===== src/source/uart_defs.svh =====
`ifndef UART_DEFS_SVH
`define UART_DEFS_SVH

//////////////////////////////////////////////////
// Channel count
//////////////////////////////////////////////////

// Number of serial channels behind the bus
`define UART_NUM_CHANNELS 4
// Width of the channel field, in step with the count
`define UART_CHAN_BITS 2

//////////////////////////////////////////////////
// Divider and address map
//////////////////////////////////////////////////

// Clocks per bit after reset
`define UART_DEFAULT_DIV 16
// Register field, two bits from here
`define UART_REG_LSB 2
// Channel field starts above the register field
`define UART_CHAN_LSB 4

`endif


===== src/source/uart_pkg.sv =====
package uart_pkg;

   // Register selector, taken from the address
   typedef enum logic [1:0] {
      REG_DIV  = 2'd0,
      REG_DATA = 2'd1,
      REG_STAT = 2'd2
   } reg_sel_e;

   // Transmit FSM
   typedef enum logic [1:0] {
      TX_IDLE,
      TX_START,
      TX_DATA,
      TX_STOP
   } tx_state_e;

   // Receive FSM
   typedef enum logic [1:0] {
      RX_IDLE,
      RX_START,
      RX_DATA,
      RX_STOP
   } rx_state_e;

   // Broadcast from the bus slave to every channel
   typedef struct packed {
      logic        wr;
      logic        rd;
      reg_sel_e    sel;
      logic [31:0] wdata;
   } uart_cmd_t;

   // Per-channel status back to the read path
   typedef struct packed {
      logic [15:0] div;
      logic [7:0]  rx_data;
      logic        rx_valid;
      logic        tx_busy;
   } uart_stat_t;

endpackage


===== src/source/uart_axil_slave.sv =====
`timescale 1ns/10ps
`include "uart_defs.svh"

module uart_axil_slave (
   input  logic                             clk,
   input  logic                             uart_resetn,
   input  logic                             awvalid,
   input  logic [31:0]                      awaddr,
   input  logic                             wvalid,
   input  logic [31:0]                      wdata,
   input  logic                             bready,
   input  logic                             arvalid,
   input  logic [31:0]                      araddr,
   input  logic [`UART_NUM_CHANNELS-1:0]    tx_busy,
   input  logic                             rd_busy,
   output logic                             awready,
   output logic                             wready,
   output logic                             bvalid,
   output logic                             arready,
   output uart_pkg::uart_cmd_t              cmd,
   output logic [`UART_NUM_CHANNELS-1:0]    chan_sel,
   output logic [`UART_CHAN_BITS-1:0]       rd_chan
);

   logic                        wr_ack;
   logic                        wr_go;
   logic                        rd_go;
   logic                        wr_stb;
   logic                        rd_stb;
   logic [`UART_CHAN_BITS-1:0]  aw_chan;
   logic [`UART_CHAN_BITS-1:0]  ar_chan;
   uart_pkg::reg_sel_e          aw_sel;
   uart_pkg::reg_sel_e          ar_sel;
   logic [`UART_CHAN_BITS-1:0]  chan_q;
   uart_pkg::reg_sel_e          sel_q;
   logic [31:0]                 wdata_q;

   // Address fields
   assign aw_chan = awaddr[`UART_CHAN_LSB +: `UART_CHAN_BITS];
   assign ar_chan = araddr[`UART_CHAN_LSB +: `UART_CHAN_BITS];
   assign aw_sel  = uart_pkg::reg_sel_e'(awaddr[`UART_REG_LSB +: 2]);
   assign ar_sel  = uart_pkg::reg_sel_e'(araddr[`UART_REG_LSB +: 2]);

   // Take address and data together; hold off data writes to a busy transmitter
   assign wr_go = awvalid && wvalid && !bvalid && !wr_ack &&
                  !((aw_sel == uart_pkg::REG_DATA) && tx_busy[aw_chan]);
   // Reads yield to a write deciding in the same cycle
   assign rd_go = arvalid && !arready && !rd_busy && !wr_go;

   //////////////////////////////////////////////////
   // Handshakes and strobes
   //////////////////////////////////////////////////
   always_ff @(posedge clk or negedge uart_resetn) begin
      if (!uart_resetn) begin
         wr_ack  <= 1'b0;
         arready <= 1'b0;
         wr_stb  <= 1'b0;
         rd_stb  <= 1'b0;
         bvalid  <= 1'b0;
      end else begin
         wr_ack  <= wr_go;
         arready <= rd_go;
         // One-cycle command after each handshake
         wr_stb  <= wr_ack;
         rd_stb  <= arready;
         if (wr_ack) begin
            bvalid <= 1'b1;
         end else if (bready) begin
            bvalid <= 1'b0;
         end
      end
   end

   // Payload captured in the handshake cycle
   always_ff @(posedge clk) begin
      if (wr_ack) begin
         chan_q  <= aw_chan;
         sel_q   <= aw_sel;
         wdata_q <= wdata;
      end else if (arready) begin
         chan_q <= ar_chan;
         sel_q  <= ar_sel;
      end
   end

   assign awready = wr_ack;
   assign wready  = wr_ack;

   // Command broadcast, one-hot select only while a strobe is up
   assign cmd      = '{wr: wr_stb, rd: rd_stb, sel: sel_q, wdata: wdata_q};
   assign chan_sel = (wr_stb || rd_stb) ?
                     ({{(`UART_NUM_CHANNELS-1){1'b0}}, 1'b1} << chan_q) : '0;
   assign rd_chan  = chan_q;

   // Write response held until taken
   a_bvalid_hold: assert property (@(posedge clk) disable iff (!uart_resetn)
      bvalid && !bready |=> bvalid);

endmodule


===== src/source/uart_channel.sv =====
`timescale 1ns/10ps
`include "uart_defs.svh"

module uart_channel (
   input  logic                 clk,
   input  logic                 uart_resetn,
   input  uart_pkg::uart_cmd_t  cmd,
   input  logic                 chan_en,
   input  logic                 ser_rx,
   output logic                 ser_tx,
   output uart_pkg::uart_stat_t stat
);

   logic [15:0]         div_q;
   logic                wr_div;
   logic                wr_data;
   logic                rd_data;
   uart_pkg::tx_state_e tx_state;
   logic [15:0]         tx_cnt;
   logic [2:0]          tx_bit;
   logic [7:0]          tx_byte;
   logic                tx_bit_end;
   uart_pkg::rx_state_e rx_state;
   logic [1:0]          rx_sync;
   logic                rx_in;
   logic [15:0]         rx_cnt;
   logic [2:0]          rx_bit;
   logic [7:0]          rx_shift;
   logic [7:0]          rx_hold;
   logic                rx_valid;
   logic                rx_bit_end;
   logic                rx_mid;

   // Commands for this channel only
   assign wr_div  = chan_en && cmd.wr && (cmd.sel == uart_pkg::REG_DIV);
   assign wr_data = chan_en && cmd.wr && (cmd.sel == uart_pkg::REG_DATA);
   assign rd_data = chan_en && cmd.rd && (cmd.sel == uart_pkg::REG_DATA);

   // Clocks per bit
   always_ff @(posedge clk or negedge uart_resetn) begin
      if (!uart_resetn) begin
         div_q <= 16'(`UART_DEFAULT_DIV);
      end else if (wr_div) begin
         div_q <= cmd.wdata[15:0];
      end
   end

   //////////////////////////////////////////////////
   // Transmitter
   //////////////////////////////////////////////////
   assign tx_bit_end = (tx_cnt == div_q - 16'd1);

   always_ff @(posedge clk) begin
      if (wr_data) begin
         tx_byte <= cmd.wdata[7:0];
      end
   end

   always_ff @(posedge clk or negedge uart_resetn) begin
      if (!uart_resetn) begin
         tx_state <= uart_pkg::TX_IDLE;
         tx_cnt   <= '0;
         tx_bit   <= '0;
         ser_tx   <= 1'b1;
      end else begin
         tx_cnt <= tx_bit_end ? 16'd0 : tx_cnt + 16'd1;
         case (tx_state)
            uart_pkg::TX_IDLE: begin
               tx_cnt <= '0;
               if (wr_data) begin
                  tx_state <= uart_pkg::TX_START;
                  ser_tx   <= 1'b0;
               end
            end
            uart_pkg::TX_START: begin
               if (tx_bit_end) begin
                  tx_state <= uart_pkg::TX_DATA;
                  tx_bit   <= '0;
                  ser_tx   <= tx_byte[0];
               end
            end
            uart_pkg::TX_DATA: begin
               // LSB first, stop bit after bit 7
               if (tx_bit_end) begin
                  if (tx_bit == 3'd7) begin
                     tx_state <= uart_pkg::TX_STOP;
                     ser_tx   <= 1'b1;
                  end else begin
                     tx_bit <= tx_bit + 3'd1;
                     ser_tx <= tx_byte[tx_bit + 3'd1];
                  end
               end
            end
            default: begin
               if (tx_bit_end) begin
                  tx_state <= uart_pkg::TX_IDLE;
               end
            end
         endcase
      end
   end

   //////////////////////////////////////////////////
   // Receiver
   //////////////////////////////////////////////////
   assign rx_in      = rx_sync[1];
   assign rx_mid     = (rx_cnt == {1'b0, div_q[15:1]});
   assign rx_bit_end = (rx_cnt == div_q - 16'd1);

   always_ff @(posedge clk or negedge uart_resetn) begin
      if (!uart_resetn) begin
         rx_sync  <= 2'b11;
         rx_state <= uart_pkg::RX_IDLE;
         rx_cnt   <= '0;
         rx_bit   <= '0;
         rx_valid <= 1'b0;
      end else begin
         rx_sync <= {rx_sync[0], ser_rx};
         rx_cnt  <= rx_cnt + 16'd1;
         // Read of the data register empties the holding byte
         if (rd_data) begin
            rx_valid <= 1'b0;
         end
         case (rx_state)
            uart_pkg::RX_IDLE: begin
               rx_cnt <= '0;
               if (!rx_in) begin
                  rx_state <= uart_pkg::RX_START;
               end
            end
            uart_pkg::RX_START: begin
               // Start bit must still be low at mid-bit
               if (rx_mid) begin
                  rx_cnt   <= '0;
                  rx_bit   <= '0;
                  rx_state <= rx_in ? uart_pkg::RX_IDLE : uart_pkg::RX_DATA;
               end
            end
            uart_pkg::RX_DATA: begin
               if (rx_bit_end) begin
                  rx_cnt <= '0;
                  rx_bit <= rx_bit + 3'd1;
                  if (rx_bit == 3'd7) begin
                     rx_state <= uart_pkg::RX_STOP;
                  end
               end
            end
            default: begin
               if (rx_bit_end) begin
                  rx_state <= uart_pkg::RX_IDLE;
                  // New byte wins over a clear in the same cycle
                  if (rx_in) begin
                     rx_valid <= 1'b1;
                  end
               end
            end
         endcase
      end
   end

   // Shift in at mid-bit, hold on a good stop bit
   always_ff @(posedge clk) begin
      if ((rx_state == uart_pkg::RX_DATA) && rx_bit_end) begin
         rx_shift <= {rx_in, rx_shift[7:1]};
      end
      if ((rx_state == uart_pkg::RX_STOP) && rx_bit_end && rx_in) begin
         rx_hold <= rx_shift;
      end
   end

   assign stat = '{div: div_q, rx_data: rx_hold, rx_valid: rx_valid,
                   tx_busy: (tx_state != uart_pkg::TX_IDLE)};

   // Bus back-pressure keeps data writes away from a busy transmitter
   a_no_write_busy: assert property (@(posedge clk) disable iff (!uart_resetn)
      wr_data |-> (tx_state == uart_pkg::TX_IDLE));
   // Divider below 2 breaks mid-bit sampling
   a_div_min: assert property (@(posedge clk) disable iff (!uart_resetn)
      wr_div |-> (cmd.wdata[15:0] >= 16'd2));

endmodule


===== src/source/uart_read_collect.sv =====
`timescale 1ns/10ps
`include "uart_defs.svh"

module uart_read_collect (
   input  logic                                          clk,
   input  logic                                          uart_resetn,
   input  uart_pkg::uart_cmd_t                           cmd,
   input  logic [`UART_CHAN_BITS-1:0]                    rd_chan,
   input  uart_pkg::uart_stat_t [`UART_NUM_CHANNELS-1:0] stat_all,
   input  logic                                          rready,
   output logic [31:0]                                   rdata,
   output logic                                          rvalid,
   output logic                                          rd_busy
);

   uart_pkg::uart_stat_t sel_stat;
   logic [31:0]          rd_word;

   assign sel_stat = stat_all[rd_chan];

   // Read word by register
   always_comb begin
      case (cmd.sel)
         uart_pkg::REG_DIV:  rd_word = {16'd0, sel_stat.div};
         // All ones when nothing is held
         uart_pkg::REG_DATA: rd_word = sel_stat.rx_valid ? {24'd0, sel_stat.rx_data} : 32'hFFFF_FFFF;
         uart_pkg::REG_STAT: rd_word = {30'd0, sel_stat.rx_valid, sel_stat.tx_busy};
         default:            rd_word = '0;
      endcase
   end

   always_ff @(posedge clk) begin
      if (cmd.rd) begin
         rdata <= rd_word;
      end
   end

   always_ff @(posedge clk or negedge uart_resetn) begin
      if (!uart_resetn) begin
         rvalid <= 1'b0;
      end else if (cmd.rd) begin
         rvalid <= 1'b1;
      end else if (rready) begin
         rvalid <= 1'b0;
      end
   end

   // Busy from the read strobe until the response is taken
   assign rd_busy = rvalid || cmd.rd;

   a_rdata_stable: assert property (@(posedge clk) disable iff (!uart_resetn)
      rvalid && !rready |=> rvalid && $stable(rdata));

endmodule


===== src/source/iob_axi_multiuart.sv =====
`timescale 1ns/10ps
`include "uart_defs.svh"

module iob_axi_multiuart (
   input  logic                          clk,
   input  logic                          uart_resetn,
   // Write address and data
   input  logic                          uart_axi_awvalid,
   output logic                          uart_axi_awready,
   input  logic [31:0]                   uart_axi_awaddr,
   input  logic                          uart_axi_wvalid,
   output logic                          uart_axi_wready,
   input  logic [31:0]                   uart_axi_wdata,
   // Write response
   output logic                          uart_axi_bvalid,
   input  logic                          uart_axi_bready,
   // Read address and data
   input  logic                          uart_axi_arvalid,
   output logic                          uart_axi_arready,
   input  logic [31:0]                   uart_axi_araddr,
   output logic                          uart_axi_rvalid,
   input  logic                          uart_axi_rready,
   output logic [31:0]                   uart_axi_rdata,
   // Serial lines
   input  logic [`UART_NUM_CHANNELS-1:0] ser_rx,
   output logic [`UART_NUM_CHANNELS-1:0] ser_tx
);

   uart_pkg::uart_cmd_t                           cmd;
   uart_pkg::uart_stat_t [`UART_NUM_CHANNELS-1:0] stat_all;
   logic [`UART_NUM_CHANNELS-1:0]                 chan_sel;
   logic [`UART_NUM_CHANNELS-1:0]                 tx_busy;
   logic [`UART_CHAN_BITS-1:0]                    rd_chan;
   logic                                          rd_busy;

   //////////////////////////////////////////////////
   // Bus front end
   //////////////////////////////////////////////////
   uart_axil_slave u_slave (
      .clk         (clk),
      .uart_resetn (uart_resetn),
      .awvalid     (uart_axi_awvalid),
      .awaddr      (uart_axi_awaddr),
      .wvalid      (uart_axi_wvalid),
      .wdata       (uart_axi_wdata),
      .bready      (uart_axi_bready),
      .arvalid     (uart_axi_arvalid),
      .araddr      (uart_axi_araddr),
      .tx_busy     (tx_busy),
      .rd_busy     (rd_busy),
      .awready     (uart_axi_awready),
      .wready      (uart_axi_wready),
      .bvalid      (uart_axi_bvalid),
      .arready     (uart_axi_arready),
      .cmd         (cmd),
      .chan_sel    (chan_sel),
      .rd_chan     (rd_chan)
   );

   // Identical channels sharing the command
   for (genvar i = 0; i < `UART_NUM_CHANNELS; i++) begin : g_chan
      uart_channel u_chan (
         .clk         (clk),
         .uart_resetn (uart_resetn),
         .cmd         (cmd),
         .chan_en     (chan_sel[i]),
         .ser_rx      (ser_rx[i]),
         .ser_tx      (ser_tx[i]),
         .stat        (stat_all[i])
      );
      assign tx_busy[i] = stat_all[i].tx_busy;
   end

   // Read data path
   uart_read_collect u_collect (
      .clk         (clk),
      .uart_resetn (uart_resetn),
      .cmd         (cmd),
      .rd_chan     (rd_chan),
      .stat_all    (stat_all),
      .rready      (uart_axi_rready),
      .rdata       (uart_axi_rdata),
      .rvalid      (uart_axi_rvalid),
      .rd_busy     (rd_busy)
   );

endmodule


===== config.mk =====
export PLATFORM = sky130hd
export DESIGN_NAME = iob_axi_multiuart
export DESIGN_NICKNAME = d
export VERILOG_FILES = /design/src/source/uart_pkg.sv /design/src/source/uart_axil_slave.sv /design/src/source/uart_channel.sv /design/src/source/uart_read_collect.sv /design/src/source/iob_axi_multiuart.sv
export VERILOG_INCLUDE_DIRS = /design/src /design/src/source
export SDC_FILE = /design/constraint.sdc
export NUM_CORES = 1
export LEC_CHECK = 0
export ABC_AREA = 1
export BUFFER_PORTS_ARGS = -buffer_cell sky130_fd_sc_hd__buf_2
export CAP_MARGIN = 20
export CORE_ASPECT_RATIO = 0.7
export CORE_MARGIN = 2
export CORE_UTILIZATION = 39
export CTS_CLUSTER_DIAMETER = 30
export DETAILED_ROUTE_END_ITERATION = 8
export GPL_TIMING_DRIVEN = 0
export PLACE_DENSITY_LB_ADDON = 0.1
export SKIP_CTS_REPAIR_TIMING = 1
export SLEW_MARGIN = 15
export SYNTH_ARGS = -nofsm -noshare
export SYNTH_HDL_FRONTEND = slang
export SYNTH_SLANG_ARGS = --single-unit

===== constraint.sdc =====
create_clock -name clk -period 3.63 [get_ports clk]
set_input_delay 0.726 -clock clk [delete_from_list [all_inputs] [get_ports clk]]
set_output_delay 0.726 -clock clk [all_outputs]
set_load 0.005 [all_outputs]

==> run_results.csv <==
group,metric,value,unit
route,drc,0,
global_routing,grt_usage,25.0,%
final_layout,synthToLayoutAreaGrowth,19.5,%
logic_synthesis,syn_nets,3015,
final_layout,seq_area,0.0104,mm2
worst_hold_path,worstHoldPathType,"input pin to async pin",
pwr,p_leak,12.6,nW
floorplan,start_util,39.4,%
critical_path,startpoint_type,"flip-flop",
logic_synthesis,synth_cells,2853,
critical_path,r2r-start,"g_chan[1].u_chan.div_q[0]",
cts,cts_buffer_depth,3,
floorplan,die_y,205,um
critical_path,endpoint_kind,"flip-flop",
logic_synthesis,synthTopCellsByCount,"nand2_1 (783), inv_1 (382), nor2_1 (304)",
sta,skew,32.4,ps
critical_path,reg2reg_setup_slack,140,ps
pwr,power_density,823,mW/mm2
critical_path,crit_chain,"inv_1 > ha_1 > nand2_4 > nor2_4 > nand2_1 > nand2_1 > nand3_1 > a221oi_1 > nand3_1 > nor2_1",
critical_path,crit_type,"flip-flop to flip-flop",
route,drtPass1Iterations,5,
critical_path,cp.required,3880,ps
cts,numClockSinks,387,
logic_synthesis,avgSynthCellArea,7.85,um2
sta,max_freq,0.287,GHz
floorplan,die_w,291,um
floorplan,ios,148,
logic_synthesis,syn_area,0.0224,mm2
cts,cts.htree.levels,3,
final_layout,final_nets,3181,
logic_synthesis,ys_ff_latch,387,
logic_synthesis,synth_top_area_share,26.6,%
critical_path,worstPathMaxFanout,8,
route,drtIter0Drc,1928,
final_layout,drive_above_1_share,12.0,%
route,dr_total_vias,20000,
logic_synthesis,ys_warn_count,0,
cts,path_clk_slew,50,ps
global_routing,overflow,0,
floorplan,dieArea,0.0594,mm2
logic_synthesis,synthArstFlopShare,65.6,%
logic_synthesis,synthDistinctLibCells,56,
sta,tightest_slew,1120,ps
global_routing,grt_pass1_wl,113000,um
floorplan,placeableCoreArea,0.0568,mm2
critical_path,r2r_end,"g_chan[1].u_chan.rx_hold[5]",
critical_path,cp_slowest_cell,"nor2_1",
cts,cts_made_buffers,83,
placement,gp_congestion,0.946,
sta,rsz0062_at_grt,"true",
status,status,"complete, no violations",
job,cap_violations,0,
logic_synthesis,synth_edf_count,133,
logic_synthesis,yosys_most_used_dff,"dfrtp_1",
floorplan,rows,73,
final_layout,num-fill-cells,5622,
logic_synthesis,yosysTopAreaCell,"dfrtp_1",
critical_path,worstPathArrival,3740,ps
placement,io_buffers,75,
global_routing,grt_pass1_vias,18600,
route,drt-wirelength-per-cell,19.2,um
logic_synthesis,yosysSeqAreaShare,46.3,%
placement,hpwlAfterDp,56800,um
critical_path,path_delay_family,"simple AND/OR/NAND/NOR gates",
sta,period_share,96.1,%
final_layout,multi_input_area,0.0102,mm2
route,vias_per_cell,5.20,
logic_synthesis,synthTopCellsByArea,"dfrtp_1 (27%), edfxtp_1 (18%), nand2_1 (13%)",
sta,setup_viol,0,
logic_synthesis,yosysMostFrequentCell,"nand2_1",
critical_path,cp_num_buf_inv,1,
critical_path,startpoint,"g_chan[1].u_chan.div_q[0]",
global_routing,grt_max_degree,97,
cts,clock_latency,630,ps
pwr,finalPower,22.0,mW
pwr,peakVddDrop,0.427,mV
cts,cts-root-buf,"clkbuf_16",
cts,cts_tree,"yes",
critical_path,r2r_cells,10,
critical_path,cp_slowest_stage_delay,640,ps
global_routing,grt_antenna_before_repair,3,
sta,slew_headroom,25.2,%
route,ant_nets,0,
sta,fin_crit,3490,ps
sta,timing.hold.ws,45.3,ps
sta,slew_violations,0,
sta,hold_viol,0,
route,routed_wl,73900,um
routing by layer:
metal / share of wire (%) / vias up / global-route usage, % / wire length (um)
met1: 51 / 9551 / 39.1 / 37500
met4: 2.0 / 0 / 6.62 / 1480
met5: 0 / - / 0 / 0
met3: 8.2 / 95 / 5.55 / 6030
li1: - / 9664 / - / -
met2: 39 / 676 / 34.1 / 28900
cell usage in the layout, fill, tap and decap left out, types with 9 or more instances in the layout:
| cell type | instances |
|---|---|
| nor2_4 | 9 |
| edfxtp_1 | 133 |
| nor2_1 | 300 |
| a22oi_1 | 11 |
| nand3_1 | 257 |
| buf_4 | 23 |
| nand3_2 | 20 |
| nand2_2 | 16 |
| xnor2_1 | 13 |
| inv_1 | 382 |
| nand4_1 | 73 |
| clkbuf_1 | 34 |
| o22ai_1 | 32 |
| clkinv_1 | 10 |
| ha_1 | 55 |
| clkinv_2 | 10 |
| nor4_1 | 18 |
| o21ai_1 | 12 |
| dfrtp_1 | 238 |
| clkinvlp_4 | 11 |
| dfstp_2 | 16 |
| buf_6 | 9 |
| nor2_2 | 17 |
| nand2_1 | 783 |
| nor3_1 | 34 |
| xor2_1 | 65 |
| o21ai_0 | 170 |
| a21oi_1 | 38 |
| buf_2 | 82 |
| clkbuf_16 | 88 |
| nand3b_1 | 11 |
power by group:
part / internal, mW / leakage, nW / switching [mW]
sequential: 5.10 / 4.62 / 0.787
combinational: 2.72 / 6.60 / 5.75
clock: 5.11 / 1.39 / 2.59
through the flow:
step / setup slack [ps] / cells / TNS [ps] / cell area (um2) / utilization, %
4_1_cts: 14.8 / 3840 / 0 / 26800 / 47.1
3_5_place_dp: 32.3 / 3684 / 0 / 23900 / 42.0
6_report: 140 / 3841 / 0 / 26800 / 47.1
3_3_place_gp: -3130 / 3678 / -760550 / 23700 / 41.8
2_1_floorplan: 980 / 2853 / 0 / 22400 / -
5_1_grt: -47.4 / 3840 / -918 / 26800 / 47.1
flip-flops by register name, indices dropped and copies added, names as in the netlist, 4 cells and up:
signal,cells
g_chan.u_chan.div_q,64
g_chan.u_chan.rx_cnt,64
g_chan.u_chan.tx_cnt,64
g_chan.u_chan.rx_hold,32
g_chan.u_chan.rx_shift,32
g_chan.u_chan.tx_byte,32
u_collect.rdata,17
u_slave.wdata_q,16
g_chan.u_chan.rx_bit,12
g_chan.u_chan.tx_bit,12
g_chan.u_chan.rx_state,8
g_chan.u_chan.rx_sync,8
g_chan.u_chan.tx_state,8
g_chan.u_chan.rx_valid,4
g_chan.u_chan.ser_tx,4
logic make-up (layout without fill, tap and decap cells):
group	Yosys count	in the layout	share of synthesized area, %
and+or+nand+nor	1575	1575	31.2
xor gates and xnor gates	85	85	3.76
adders and majority gates	55	55	3.07
DFF	387	387	46.3
other	0	1	0
AOI/OAI and AO/OA	294	294	7.40
buffers and inverters	457	694	8.32
worst max path at each step:
stage                                   end  depth (start not counted)  slack, ps
2_1_floorplan  g_chan[0].u_chan.rx_shift[0]                         12        980
3_3_place_gp     g_chan[1].u_chan.tx_cnt[6]                          1      -3130
3_5_place_dp    g_chan[3].u_chan.rx_hold[6]                         10         30
4_1_cts        g_chan[3].u_chan.rx_shift[2]                         10         10
5_1_grt        g_chan[3].u_chan.rx_shift[2]                         11        -50
6_report        g_chan[1].u_chan.rx_hold[5]                         10        140
final cells by class:
cell class	count	area share (%)
buffer	65	1.48
timing repair buffer	81	1.85
tap	750	3.50
sequential	387	38.7
inverter	392	5.50
clock inverter	55	2.20
multi-input combinational	2009	38.1
clock buffer	101	8.59
antenna	1	0.00935
worst reg2reg max path: stages, from the launching register on:
cell and delay (ps):
dfrtp_1 460, inv_1 330, ha_1 380, nand2_4 140, nor2_4 190, nand2_1 80, nand2_1 80, nand3_1 90
a221oi_1 460, nand3_1 280, nor2_1 640
Power figures use the tool's default switching activity.
